`config.mk`:
```
export PLATFORM = sky130hd
export DESIGN_NAME = cpu11_top
export DESIGN_NICKNAME = d
export VERILOG_FILES = /design/src/hdl/cpu11_pkg.sv /design/src/hdl/cpu11_top.sv /design/src/hdl/cpu11_sequencer.sv /design/src/hdl/alu11.sv /design/src/hdl/reg_file.sv /design/src/hdl/bus_timer.sv /design/src/hdl/instr_decoder.sv
export VERILOG_INCLUDE_DIRS = /design/src /design/src/hdl
export SDC_FILE = /design/constraint.sdc
export NUM_CORES = 1
export LEC_CHECK = 0
export ABC_AREA = 1
export BUFFER_PORTS_ARGS = -buffer_cell sky130_fd_sc_hd__buf_2
export CELL_PAD_IN_SITES_DETAIL_PLACEMENT = 0
export CELL_PAD_IN_SITES_GLOBAL_PLACEMENT = 2
export CORE_MARGIN = 2
export CORE_UTILIZATION = 40
export DETAILED_ROUTE_END_ITERATION = 10
export HOLD_SLACK_MARGIN = 0.03
export PLACE_DENSITY = 0.82
export SLEW_MARGIN = 5
export SYNTH_ARGS = -nofsm -noshare
export SYNTH_HDL_FRONTEND = slang
export SYNTH_SLANG_ARGS = --single-unit
```
`constraint.sdc`:
```
create_clock -name clk -period 12.2 [get_ports clk]
set_input_delay 0.61 -clock clk [delete_from_list [all_inputs] [get_ports clk]]
set_output_delay 0.61 -clock clk [all_outputs]
set_load 0.01 [all_outputs]
```
`src/hdl/cpu11_consts.svh`:
```
`ifndef CPU11_CONSTS_SVH
`define CPU11_CONSTS_SVH

// ========================================
// machine word and bus
// ========================================

// data and address width
`define CPU11_WORD_W 16

// first fetch address after reset
`define CPU11_RESET_PC 16'o0

// wait cycles before an open bus cycle is abandoned
`define CPU11_BUS_TIMEOUT 12

// trap vectors
`define CPU11_VEC_BUSERR 16'o4
`define CPU11_VEC_ILLEGAL 16'o10

`endif
```
`src/hdl/cpu11_pkg.sv`:
```
`default_nettype none
`include "cpu11_consts.svh"

package cpu11_pkg;

	typedef logic [`CPU11_WORD_W-1:0] word_t;
	typedef logic [2:0] reg_idx_t;

	typedef enum logic [2:0] {
		ALU_PASS, ALU_ADD, ALU_SUB, ALU_CLR, ALU_COM, ALU_INC, ALU_DEC
	} alu_op_e;

	typedef enum logic [1:0] {CLS_DOP, CLS_SOP, CLS_BRANCH, CLS_ILLEGAL} instr_class_e;

	// branch condition on the Z flag
	typedef enum logic [1:0] {BR_ALWAYS, BR_ZSET, BR_ZCLR} br_cond_e;

	typedef struct packed {
		instr_class_e cls;
		alu_op_e op;
		logic wr_result;
		logic src_mode;
		reg_idx_t src_reg;
		logic dst_mode;
		reg_idx_t dst_reg;
		br_cond_e br_cond;
		logic [7:0] br_off;
	} decoded_t;

	typedef struct packed {
		word_t addr;
		word_t wdata;
		logic rd;
		logic wr;
	} bus_req_t;

	typedef struct packed {
		word_t rdata;
		logic ready;
	} bus_rsp_t;

	typedef struct packed {
		word_t result;
		logic z;
	} alu_out_t;

endpackage

`default_nettype wire

```
`src/hdl/cpu11_top.sv`:
```
`timescale 1ns/10ps
`default_nettype none

module cpu11_top
	import cpu11_pkg::*;
(
	input wire clk,
	input wire reset_n,
	output bus_req_t bus_req,
	input wire bus_rsp_t bus_rsp
);

	word_t instr;
	word_t rd_a;
	word_t rd_b;
	word_t wr_data;
	word_t alu_a;
	word_t alu_b;
	decoded_t decoded;
	alu_out_t alu_out;
	alu_op_e alu_op;
	reg_idx_t sel_a;
	reg_idx_t sel_b;
	reg_idx_t wr_sel;
	logic wr_en;
	logic bus_open;
	logic timeout;

	cpu11_sequencer u_seq (
		.clk, .reset_n, .decoded, .alu_out, .rd_a, .rd_b, .timeout, .bus_rsp,
		.instr, .bus_req, .bus_open, .sel_a, .sel_b, .wr_sel, .wr_en, .wr_data,
		.alu_op, .alu_a, .alu_b
	);

	instr_decoder u_dec (.instr, .decoded);

	// stands in for an external bus error line
	bus_timer u_timer (.clk, .reset_n, .bus_open, .ready(bus_rsp.ready), .timeout);

	reg_file u_regs (.clk, .reset_n, .sel_a, .sel_b, .rd_a, .rd_b, .wr_sel, .wr_en, .wr_data);

	alu11 u_alu (.alu_op, .alu_a, .alu_b, .alu_out);

endmodule

`default_nettype wire

```
`src/hdl/cpu11_sequencer.sv`:
```
`timescale 1ns/10ps
`default_nettype none
`include "cpu11_consts.svh"

module cpu11_sequencer
	import cpu11_pkg::*;
(
	input wire clk,
	input wire reset_n,
	input wire decoded_t decoded,
	input wire alu_out_t alu_out,
	input wire word_t rd_a,
	input wire word_t rd_b,
	input wire timeout,
	input wire bus_rsp_t bus_rsp,
	output word_t instr,
	output bus_req_t bus_req,
	output logic bus_open,
	output reg_idx_t sel_a,
	output reg_idx_t sel_b,
	output reg_idx_t wr_sel,
	output logic wr_en,
	output word_t wr_data,
	output alu_op_e alu_op,
	output word_t alu_a,
	output word_t alu_b
);

	typedef enum logic [2:0] {
		S_FETCH, S_DECODE, S_SRC, S_DST, S_EXEC, S_WB, S_TRAP
	} state_e;

	localparam reg_idx_t PC_IDX = 3'd7;

	state_e state;
	logic req_rd;
	logic req_wr;
	logic z;
	word_t req_addr;
	word_t src_q;
	word_t dst_q;
	word_t ea_q;
	word_t res_q;
	word_t vec_q;
	word_t open_addr;
	word_t br_disp;
	logic need_rd;
	logic open_rd;
	logic open_wr;
	logic xfer;
	logic taken;

	assign bus_open = req_rd | req_wr;
	assign xfer = bus_open & bus_rsp.ready;
	assign bus_req = '{addr: req_addr, wdata: res_q, rd: req_rd, wr: req_wr};

	assign alu_op = decoded.op;
	assign alu_a = src_q;
	assign alu_b = dst_q;

	assign sel_a = (state == S_SRC) ? decoded.src_reg : PC_IDX;
	assign sel_b = decoded.dst_reg;

	// word offset, doubled
	assign br_disp = {{(`CPU11_WORD_W - 9){decoded.br_off[7]}}, decoded.br_off, 1'b0};

	always_comb begin
		case (decoded.br_cond)
			BR_ZSET: taken = z;
			BR_ZCLR: taken = ~z;
			default: taken = 1'b1;
		endcase
	end

	// ========================================
	// bus cycle requests
	// ========================================

	always_comb begin
		need_rd = 1'b0;
		open_addr = rd_a;
		case (state)
			S_FETCH: need_rd = 1'b1;
			S_SRC: need_rd = decoded.src_mode;
			S_DST: begin
				need_rd = decoded.dst_mode;
				open_addr = rd_b;
			end
			S_WB: open_addr = ea_q;
			S_TRAP: begin
				need_rd = 1'b1;
				open_addr = vec_q;
			end
			default: ;
		endcase
	end

	// a new cycle opens only after a cycle with both strobes low
	assign open_rd = need_rd & ~bus_open;
	assign open_wr = (state == S_WB) & decoded.dst_mode & ~bus_open;

	// ========================================
	// register file writes
	// ========================================

	always_comb begin
		wr_en = 1'b0;
		wr_sel = PC_IDX;
		wr_data = rd_a + word_t'(2);
		case (state)
			S_FETCH: wr_en = xfer;
			S_DECODE: begin
				wr_en = (decoded.cls == CLS_BRANCH) & taken;
				wr_data = rd_a + br_disp;
			end
			S_WB: begin
				wr_en = ~decoded.dst_mode;
				wr_sel = decoded.dst_reg;
				wr_data = res_q;
			end
			S_TRAP: begin
				wr_en = xfer;
				wr_data = bus_rsp.rdata;
			end
			default: ;
		endcase
	end

	// ========================================
	// control state
	// ========================================

	always_ff @(posedge clk or negedge reset_n) begin
		if (!reset_n) begin
			state <= S_FETCH;
			req_rd <= 1'b0;
			req_wr <= 1'b0;
			z <= 1'b0;
		end else begin
			if (xfer || timeout) begin
				req_rd <= 1'b0;
				req_wr <= 1'b0;
			end else begin
				if (open_rd)
					req_rd <= 1'b1;
				if (open_wr)
					req_wr <= 1'b1;
			end

			if (timeout) begin
				state <= S_TRAP;
			end else begin
				case (state)
					S_FETCH: if (xfer) state <= S_DECODE;
					S_DECODE: begin
						case (decoded.cls)
							CLS_DOP: state <= S_SRC;
							CLS_SOP: state <= S_DST;
							CLS_BRANCH: state <= S_FETCH;
							default: state <= S_TRAP;
						endcase
					end
					S_SRC: if (!decoded.src_mode || xfer) state <= S_DST;
					S_DST: if (!decoded.dst_mode || xfer) state <= S_EXEC;
					S_EXEC: begin
						z <= alu_out.z;
						state <= decoded.wr_result ? S_WB : S_FETCH;
					end
					S_WB: if (!decoded.dst_mode || xfer) state <= S_FETCH;
					S_TRAP: begin
						// vector loaded into pc, flags cleared
						if (xfer) begin
							z <= 1'b0;
							state <= S_FETCH;
						end
					end
					default: state <= S_FETCH;
				endcase
			end
		end
	end

	// ========================================
	// instruction and operand latches
	// ========================================

	always_ff @(posedge clk) begin
		if (!bus_open)
			req_addr <= open_addr;
		if (state == S_FETCH && xfer)
			instr <= bus_rsp.rdata;
		// last load is at the transfer edge
		if (state == S_SRC)
			src_q <= decoded.src_mode ? bus_rsp.rdata : rd_a;
		if (state == S_DST) begin
			dst_q <= decoded.dst_mode ? bus_rsp.rdata : rd_b;
			ea_q <= rd_b;
		end
		if (state == S_EXEC)
			res_q <= alu_out.result;
		if (timeout)
			vec_q <= `CPU11_VEC_BUSERR;
		else if (state == S_DECODE && decoded.cls == CLS_ILLEGAL)
			vec_q <= `CPU11_VEC_ILLEGAL;
	end

endmodule

`default_nettype wire

```
`src/hdl/alu11.sv`:
```
`timescale 1ns/10ps
`default_nettype none

module alu11
	import cpu11_pkg::*;
(
	input wire alu_op_e alu_op,
	input wire word_t alu_a,
	input wire word_t alu_b,
	output alu_out_t alu_out
);

	// alu_a carries the source, alu_b the destination
	word_t res;

	always_comb begin
		case (alu_op)
			ALU_PASS: res = alu_a;
			ALU_ADD: res = alu_a + alu_b;
			// dst - src, as on the pdp-11
			ALU_SUB: res = alu_b - alu_a;
			ALU_CLR: res = '0;
			ALU_COM: res = ~alu_b;
			ALU_INC: res = alu_b + word_t'(1);
			ALU_DEC: res = alu_b - word_t'(1);
			default: res = alu_a;
		endcase
	end

	assign alu_out = '{result: res, z: (res == '0)};

endmodule

`default_nettype wire

```
`src/hdl/reg_file.sv`:
```
`timescale 1ns/10ps
`default_nettype none
`include "cpu11_consts.svh"

module reg_file
	import cpu11_pkg::*;
(
	input wire clk,
	input wire reset_n,
	input wire reg_idx_t sel_a,
	input wire reg_idx_t sel_b,
	output word_t rd_a,
	output word_t rd_b,
	input wire reg_idx_t wr_sel,
	input wire wr_en,
	input wire word_t wr_data
);

	// r0..r6 general, r7 is the pc
	word_t regs [8];

	always_ff @(posedge clk or negedge reset_n) begin
		if (!reset_n) begin
			for (int i = 0; i < 7; i++)
				regs[i] <= '0;
			regs[7] <= `CPU11_RESET_PC;
		end else if (wr_en) begin
			regs[wr_sel] <= wr_data;
		end
	end

	assign rd_a = regs[sel_a];
	assign rd_b = regs[sel_b];

endmodule

`default_nettype wire

```
`src/hdl/bus_timer.sv`:
```
`timescale 1ns/10ps
`default_nettype none
`include "cpu11_consts.svh"

module bus_timer (
	input wire clk,
	input wire reset_n,
	input wire bus_open,
	input wire ready,
	output logic timeout
);

	localparam int CNT_W = $clog2(`CPU11_BUS_TIMEOUT + 1);
	localparam logic [CNT_W-1:0] LIMIT = CNT_W'(`CPU11_BUS_TIMEOUT);

	logic [CNT_W-1:0] count;

	// wait cycles of the open bus cycle, holds at the limit
	always_ff @(posedge clk or negedge reset_n) begin
		if (!reset_n)
			count <= '0;
		else if (!bus_open || ready)
			count <= '0;
		else if (count != LIMIT)
			count <= count + 1'b1;
	end

	assign timeout = bus_open & ~ready & (count == LIMIT);

endmodule

`default_nettype wire

```
`src/hdl/instr_decoder.sv`:
```
`timescale 1ns/10ps
`default_nettype none

module instr_decoder
	import cpu11_pkg::*;
(
	input wire word_t instr,
	output decoded_t decoded
);

	// only register and register deferred are supported
	logic src_ok;
	logic dst_ok;

	assign src_ok = (instr[11:10] == 2'b00);
	assign dst_ok = (instr[5:4] == 2'b00);

	always_comb begin
		decoded = '0;
		decoded.cls = CLS_ILLEGAL;
		decoded.op = ALU_PASS;
		decoded.wr_result = 1'b1;
		decoded.src_mode = instr[9];
		decoded.src_reg = instr[8:6];
		decoded.dst_mode = instr[3];
		decoded.dst_reg = instr[2:0];
		decoded.br_cond = BR_ALWAYS;
		decoded.br_off = instr[7:0];

		case (instr[15:12])
			// double operand group
			4'h1: decoded.op = ALU_PASS;
			4'h2: begin
				decoded.op = ALU_SUB;
				decoded.wr_result = 1'b0;
			end
			4'h6: decoded.op = ALU_ADD;
			4'he: decoded.op = ALU_SUB;
			default: ;
		endcase

		if (instr[15:12] inside {4'h1, 4'h2, 4'h6, 4'he}) begin
			if (src_ok && dst_ok)
				decoded.cls = CLS_DOP;
		end else if (instr[15:8] == 8'h0a) begin
			// clr com inc dec at 0050dd to 0053dd
			decoded.op = alu_op_e'({1'b0, instr[7:6]} + 3'd3);
			if (dst_ok)
				decoded.cls = CLS_SOP;
		end else if (instr[15:8] inside {8'h01, 8'h02, 8'h03}) begin
			decoded.cls = CLS_BRANCH;
			// br at 0004xx, bne at 0010xx, beq at 0014xx
			case (instr[9:8])
				2'd2: decoded.br_cond = BR_ZCLR;
				2'd3: decoded.br_cond = BR_ZSET;
				default: decoded.br_cond = BR_ALWAYS;
			endcase
		end
	end

endmodule

`default_nettype wire

```
# Word-level counts from Yosys, hierarchy flattened
# Cells that the tools add are included.
dict set report totals {
  word_cells 158
  regBits 236
  input_bits 19
  out_inout_bits 34
}
dict set report classes {
  mux 48
  n_reduce_logical 26
  bitwise 17
  add_sub_neg 8
  n_eq_ne 35
  magnitude_cmp 4
}
# op count
set op_table {}
lappend op_table {{$bwmux W128} 1}
lappend op_table {{$mux W16} 7}
lappend op_table {{$bmux W16 S3} 2}
lappend op_table {{$pmux W16 S3} 2}
lappend op_table {{$pmux W16 S6} 1}
lappend op_table {{$demux W16 S3} 1}
lappend op_table {{$mux W3} 11}
lappend op_table {{$add A16 B16 Y16} 2}
lappend op_table {{$pmux W3 S7} 1}
lappend op_table {{$eq A3 B3 Y1 const B} 6}
lappend op_table {{$add A16 B1 Y16 const B} 1}
lappend op_table {{$add A16 B2 Y16 const B} 1}
lappend op_table {{$eq A8 B2 Y1 const B} 2}
lappend op_table {{$logic_not A16 Y1} 1}
lappend op_table {{$not A16 Y16} 1}
lappend op_table {{$sub A16 B1 Y16 const B} 1}
lappend op_table {{$sub A16 B16 Y16} 1}
lappend op_table {{$mux W2} 7}
lappend op_table {{$eq A3 B2 Y1 const B} 4}
lappend op_table {{$ge A4 B4 Y1 const B} 3}
lappend op_table {{$not A3 Y4} 3}
lappend op_table {{$eq A2 B2 Y1 const B} 5}
lappend op_table {{$ne A3 B1 Y1 const B} 3}
lappend op_table {{$pmux W3 S3} 1}
lappend op_table {{33 further kinds} 70}

# Depth between registers and ports, before layout
dict set report logic_depth {
  depth_word 9
  ltp_mapped 29
  depth_no_buf 28
}

# Hierarchy
# From an unflattened synthesis, not the netlist that was laid out.
dict set report hier_totals {
  hier_cells 2181
  hier_area_um2 15352.2
}
# mod instances cells_per_inst area_per_inst_um2 seq_area_each_um2
set by_module_without_submodules {}
lappend by_module_without_submodules {reg_file 1 1165 7492.2 3203.1}
lappend by_module_without_submodules {cpu11_sequencer 1 548 5352.6 3072.9}
lappend by_module_without_submodules {alu11 1 371 1873.0 0.0}
lappend by_module_without_submodules {instr_decoder 1 68 386.6 0.0}
lappend by_module_without_submodules {bus_timer 1 29 247.7 100.1}

# Worst setup path after synthesis
# Ideal clock, no wire load.
dict set report synth_timing {
  path_type {register to register}
  start {reg u_seq.instr[6]}
  end {reg u_seq.z}
  setup_ps 78
  arrival_time_ps 3833
  period_less_slack_ps 3911
  required_ps 12122
  path_slack_ps 8289
  n_path_buf 3
  stages_incl_launch_ff 28
  cell_sequence {edfxtp_1 -> clkbuf_1 -> buf_1 -> inv_1 -> ha_1 -> o21ai_0 -> inv_1 -> ha_1 -> nand3_1 -> nand2_1 -> inv_1 -> clkbuf_1 -> o21ai_0 -> nand2_1 -> ha_1 -> nand2_1 -> inv_1 -> nand2_1 -> inv_1 -> nand2_1 -> nand3_1 -> nor2_1 -> nor2_1 -> nor2_1 -> nand2_1 -> nor2_1 -> nand4_1 -> o21bai_1}
}
dict set report synth_via {
  elab_chain_cells 7
  word_cells_on_any_way 12
  cone_classes {1 x add/sub; 6 x eq/ne; 4 x mux; 1 x reduce/logical}
}
# element line_no
set synth_rtl {}
lappend synth_rtl {{from (decl)} cpu11_sequencer.sv:16} ;# output word_t instr,
lappend synth_rtl {{from (signal assigned)} cpu11_sequencer.sv:191} ;# instr <= bus_rsp.rdata;
lappend synth_rtl {{$add A2 B2 Y3 *} instr_decoder.sv:47} ;# decoded.op = alu_op_e'({1'b0, instr[7:6]} + 3'd3);
lappend synth_rtl {{$mux W3 *} instr_decoder.sv:45} ;# end else if (instr[15:8] == 8'h0a) begin
lappend synth_rtl {{$mux W3 *} instr_decoder.sv:42} ;# if (instr[15:12] inside {4'h1, 4'h2, 4'h6, 4'he}) begin
lappend synth_rtl {{$eq A3 B3 Y1, or another cell as far along} alu11.sv:17} ;# case (alu_op)
lappend synth_rtl {{$pmux W16 S6 *} alu11.sv:17}
lappend synth_rtl {{$logic_not A16 Y1 *} alu11.sv:30} ;# assign alu_out = '{result: res, z: (res == '0)};
lappend synth_rtl {{$pmux W1 S2 *} cpu11_sequencer.sv:153} ;# case (state)
lappend synth_rtl {{to (signal assigned)} cpu11_sequencer.sv:166} ;# z <= alu_out.z;
lappend synth_rtl {{to (decl)} cpu11_sequencer.sv:38} ;# logic z;
# Every way passes the cells marked *; elsewhere a longest branch is shown, timed or not.
# A chain may end at the register's enable or synchronous reset.

# Worst setup path after layout
dict set report layout_timing {
  start {reg u_seq.state[2]}
  end {reg u_regs.regs[110] (netlist bit)}
}
dict set report layout_via {
  elab_chain_cells 9
  word_cells_on_any_way 23
  cone_classes {2 x add/sub; 2 x order compare; 4 x eq/ne; 10 x mux; 2 x bitwise; 3 x reduce/logical}
}
# element line_no
set layout_rtl {}
lappend layout_rtl {{from (decl)} cpu11_sequencer.sv:35} ;# state_e state;
lappend layout_rtl {{from (signal assigned)} cpu11_sequencer.sv:167} ;# state <= decoded.wr_result ? S_WB : S_FETCH;
lappend layout_rtl {{$eq A3 B2 Y1} cpu11_sequencer.sv:61} ;# assign sel_a = (state == S_SRC) ? decoded.src_reg : PC_IDX;
lappend layout_rtl {{$mux W3} cpu11_sequencer.sv:61}
lappend layout_rtl {{$not A3 Y4 (not written as such)} reg_file.sv:32} ;# assign rd_a = regs[sel_a];
lappend layout_rtl {{$bmux W16 S3} reg_file.sv:32}
lappend layout_rtl {{$mux W16 (not written as such) (2 in series)} reg_file.sv:32}
lappend layout_rtl {{$add A16 B2 Y16 or $add A16 B16 Y16 (tied branches)} {cpu11_sequencer.sv:109, cpu11_sequencer.sv:114}}
lappend layout_rtl {{$pmux W16 S3} cpu11_sequencer.sv:110} ;# case (state)
lappend layout_rtl {{$bwmux W128} reg_file.sv:28} ;# regs[wr_sel] <= wr_data;
lappend layout_rtl {{to (signal, indexed assignment)} reg_file.sv:28}
lappend layout_rtl {{to (decl)} reg_file.sv:20} ;# word_t regs [8];
# Several ways; a longest one is shown, not always the timed one. The select of a mux whose other input is x is not followed.

==> reports/metrics.cfg <==
[outcome]
status=completed

[logic_synthesis]
ys_seq_area_share_pct=44.4
synth_area_per_cell_sq_um=7.71
synth_compound_area_share_pct=20.0
synth_top_family_by_area=simple AND/OR/NAND/NOR gates
synthAdderAreaFrac_pct=3.67
synth-warning-count=0
synth_xor_area_share_pct=0.731
synth_nets=1923
ys_seq_elements=236
synth_ff_type=dfrtp_1
synth_simple_gate_area_share_pct=22.8
synthArstFlopShare_pct=58.5
synth_enable_flop_cells=96
syn_area_sq_mm=0.0144
ys_types=51
synth_mux_area_share_pct=0
netlist_instances=1863

[die]
start_util_pct=40.5
die_w_um=194
coreArea_sq_mm=0.0355
dieArea_sq_mm=0.0375
pin_count=53
fp-row-count=69
die_h_um=194

[critical_path]
cpMaxStageDelayCell=o21bai_1
crit_buf_inv=3
required_ns=12.71
crit_top_cell=nand2_1
crit_fanout=52
cp-start-kind=flop
crit_family=compound AO/OA/AOI/OAI gates
critPathKind=flop to flop
crit_chain=inv_2 > nand3_4 > nor2_4 > buf_4 > inv_2 > a21oi_1 > o21ai_0 > nand2_1 > nor2_1 > a31oi_1 > ha_1 > nand2_1 > a21oi_1 > nor3_1 > nand3_1 > nand2_1 > nand2_1 > a21oi_1 > nor2_1 > o21bai_1 > nand2_1 > nand2_1
critPathArrivalTime_ns=5.54
end_kind=flop
slowest_delay_ns=0.66

[global_route]
antenna_found_initial=0
grt_pass1_vias=12300
grt_usage_pct=25.7
grt_start_max_net_pins=76
overflow=0
grt_pass1_wl_um=75000

[min_path]
hp-class=input pin to async pin

[placed_design]
placed_cells=2313
dp_hpwl_um=34200
io_buffer_count=52
gp_congestion=0.885

[sta]
setup_viol=0
setup_tns_ns=0
finalHoldViolCount=0
period_needed_ns=5.03
rsz0062_at_grt=no
final_max_slew_viol_count=0
fin_crit_sh_pct=41.3
clock_skew_ns=0.0144
relSlewSlack_pct=22.1
fmax_ghz=0.199
worst_pin_slew_ns=1.17

[routing]
drc=0
drt-total-wl_um=48500
ant_nets=0
wl_per_cell_um=20.5
drt_pass1_iterations=7
vias=12800
initialDrtViolationCount=955
routed_via_density=5.41

[finish]
area_growth_pct=11.0
final_common_cell=nand2_1
drive_above_1_share_pct=9.75
fill_cells=3648
antenna-diode-count=0
regArea_sq_mm=0.00638
nets=1944
final_cells=2369
final_cell_mix=nand2_1 (524), o21ai_0 (220), inv_1 (196), dfrtp_1 (138), a21oi_1 (112)
multi_input_area_sq_mm=0.00679

[clocking]
htree_num_levels=1
hold_buffers=0
clock_latency_ns=0.58
cts_sinks=236
root_buffer=clkbuf_16
cts_tree=done
cts_resized=0
cts_setup_buffers=0
path_clk_slew_ns=0.06
clockBufferDepth=3
cts_buffers=30

[power_and_ir_drop]
leakage_nw=7.15
power_density_mw_per_mm2=256
vdd_ir_drop_max_uv=127
p_total_w=0.00408

[job]
max_cap_viol_count=0

stage by stage:
step	hold slack, ns	area, sq um	worst slack (ns)	utilization [%]
2_1_floorplan	0.314	14400	8.29	-
3_3_place_gp	0.435	15000	7.35	42.3
3_5_place_dp	0.437	15000	7.30	42.3
4_1_cts	0.0816	15900	7.27	44.9
5_1_grt	0.123	15900	6.74	44.9
6_report	0.0633	15900	7.17	44.9
power by group:
| group | switching [W] | internal, W | total, W |
|---|---|---|---|
| Sequential | 0.000175 | 0.00115 | 0.00132 |
| Combinational | 0.00132 | 0.000571 | 0.00189 |
| Clock | 0.000363 | 0.000506 | 0.000869 |
| Total | 0.00186 | 0.00223 | 0.00408 |
state kept, by name, indices dropped and copies added (netlist names):
name            cells
u_seq.req_wr        1
u_seq.vec_q         2
u_regs.regs       128
u_seq.state         3
u_timer.count       4
u_seq.z             1
u_seq.req_rd        1
u_seq.alu_a        16
u_seq.req_addr     16
u_seq.ea_q         16
u_seq.instr        16
u_seq.alu_b        16
u_seq.res_q        16
layer usage:
metal / global-route usage, % / wire [um] / vias up
met5: 0 / 0 / -
met4: 5.51 / 758 / 0
met3: 2.14 / 2400 / 47
met2: 43.4 / 23100 / 372
met1: 36.2 / 22300 / 6110
li1: - / - / 6281
path summary, 6_finish.rpt:
path | depth (start not counted) | to | slack [ns] | start
min in group clk | 1 | u_seq.instr[1]$_DFFE_PP_ | 0.23 | bus_rsp[2]
hold reg to reg | 2 | u_seq.vec_q[2]$_SDFFE_PP1P_ | 0.46 | u_seq.vec_q[2]$_SDFFE_PP1P_
max in group asynchronous | 2 | u_regs.regs[92]$_DFFE_PN0P_ | 10.73 | reset_n
setup / recovery | 22 | u_regs.regs[110]$_DFFE_PN0P_ | 7.17 | u_seq.state[2]$_DFFE_PN0P_
setup reg to reg | 22 | u_regs.regs[110]$_DFFE_PN0P_ | 7.17 | u_seq.state[2]$_DFFE_PN0P_
hold / removal | 1 | u_regs.regs[55]$_DFFE_PN0P_ | 0.06 | reset_n
cell type report:
type                    instances  area share [%]
flip-flops and latches        236            40.0
clock inverters                19           0.973
repair buffers                 75            2.75
inverters                     216            5.08
well taps                     461            3.62
multi-input cells            1325            42.6
clock buffers                  37            5.01
cell families (layout without fill, tap and decap cells):
family,Yosys count,after routing
compound gates,492,492
xor+xnor,12,12
fa+ha+maj,41,41
buf+inv,302,347
flops,236,236
simple gates,780,780
worst reg2reg max path, stage by stage (launching register included):
cell and delay, ns:
dfrtp_1 0.42, inv_2 0.15, nand3_4 0.17, nor2_4 0.12, buf_4 0.50, inv_2 0.50, a21oi_1 0.24, o21ai_0 0.10
nand2_1 0.10, nor2_1 0.04, a31oi_1 0.48, ha_1 0.40, nand2_1 0.11, a21oi_1 0.07, nor3_1 0.14, nand3_1 0.17
nand2_1 0.11, nand2_1 0.06, a21oi_1 0.17, nor2_1 0.06, o21bai_1 0.66, nand2_1 0.11, nand2_1 0.10
Yosys cell counts (all sizes together) (4+ instances only):
| cell | number | area share [%] |
|---|---|---|
| a21o | 6 | 0.31 |
| a21oi | 113 | 4.0 |
| a31oi | 24 | 1.4 |
| buf | 42 | 1.6 |
| clkbuf | 44 | 1.1 |
| dfrtp | 138 | 24 |
| edfxtp | 96 | 20 |
| ha | 39 | 3.4 |
| inv | 214 | 5.6 |
| nand2 | 529 | 14 |
| nand3 | 78 | 2.8 |
| nand3b | 7 | 0.37 |
| nand4 | 15 | 0.65 |
| nor2 | 119 | 3.6 |
| nor3 | 17 | 0.83 |
| o211ai | 20 | 1.1 |
| o21a | 9 | 0.47 |
| o21ai | 263 | 9.2 |
| o21bai | 9 | 0.47 |
| o221ai | 30 | 1.9 |
| o22ai | 4 | 0.17 |
| or2 | 12 | 0.52 |
| xnor2 | 5 | 0.30 |
| xor2 | 7 | 0.43 |
No activity file was read; power rests on OpenSTA's default activity.
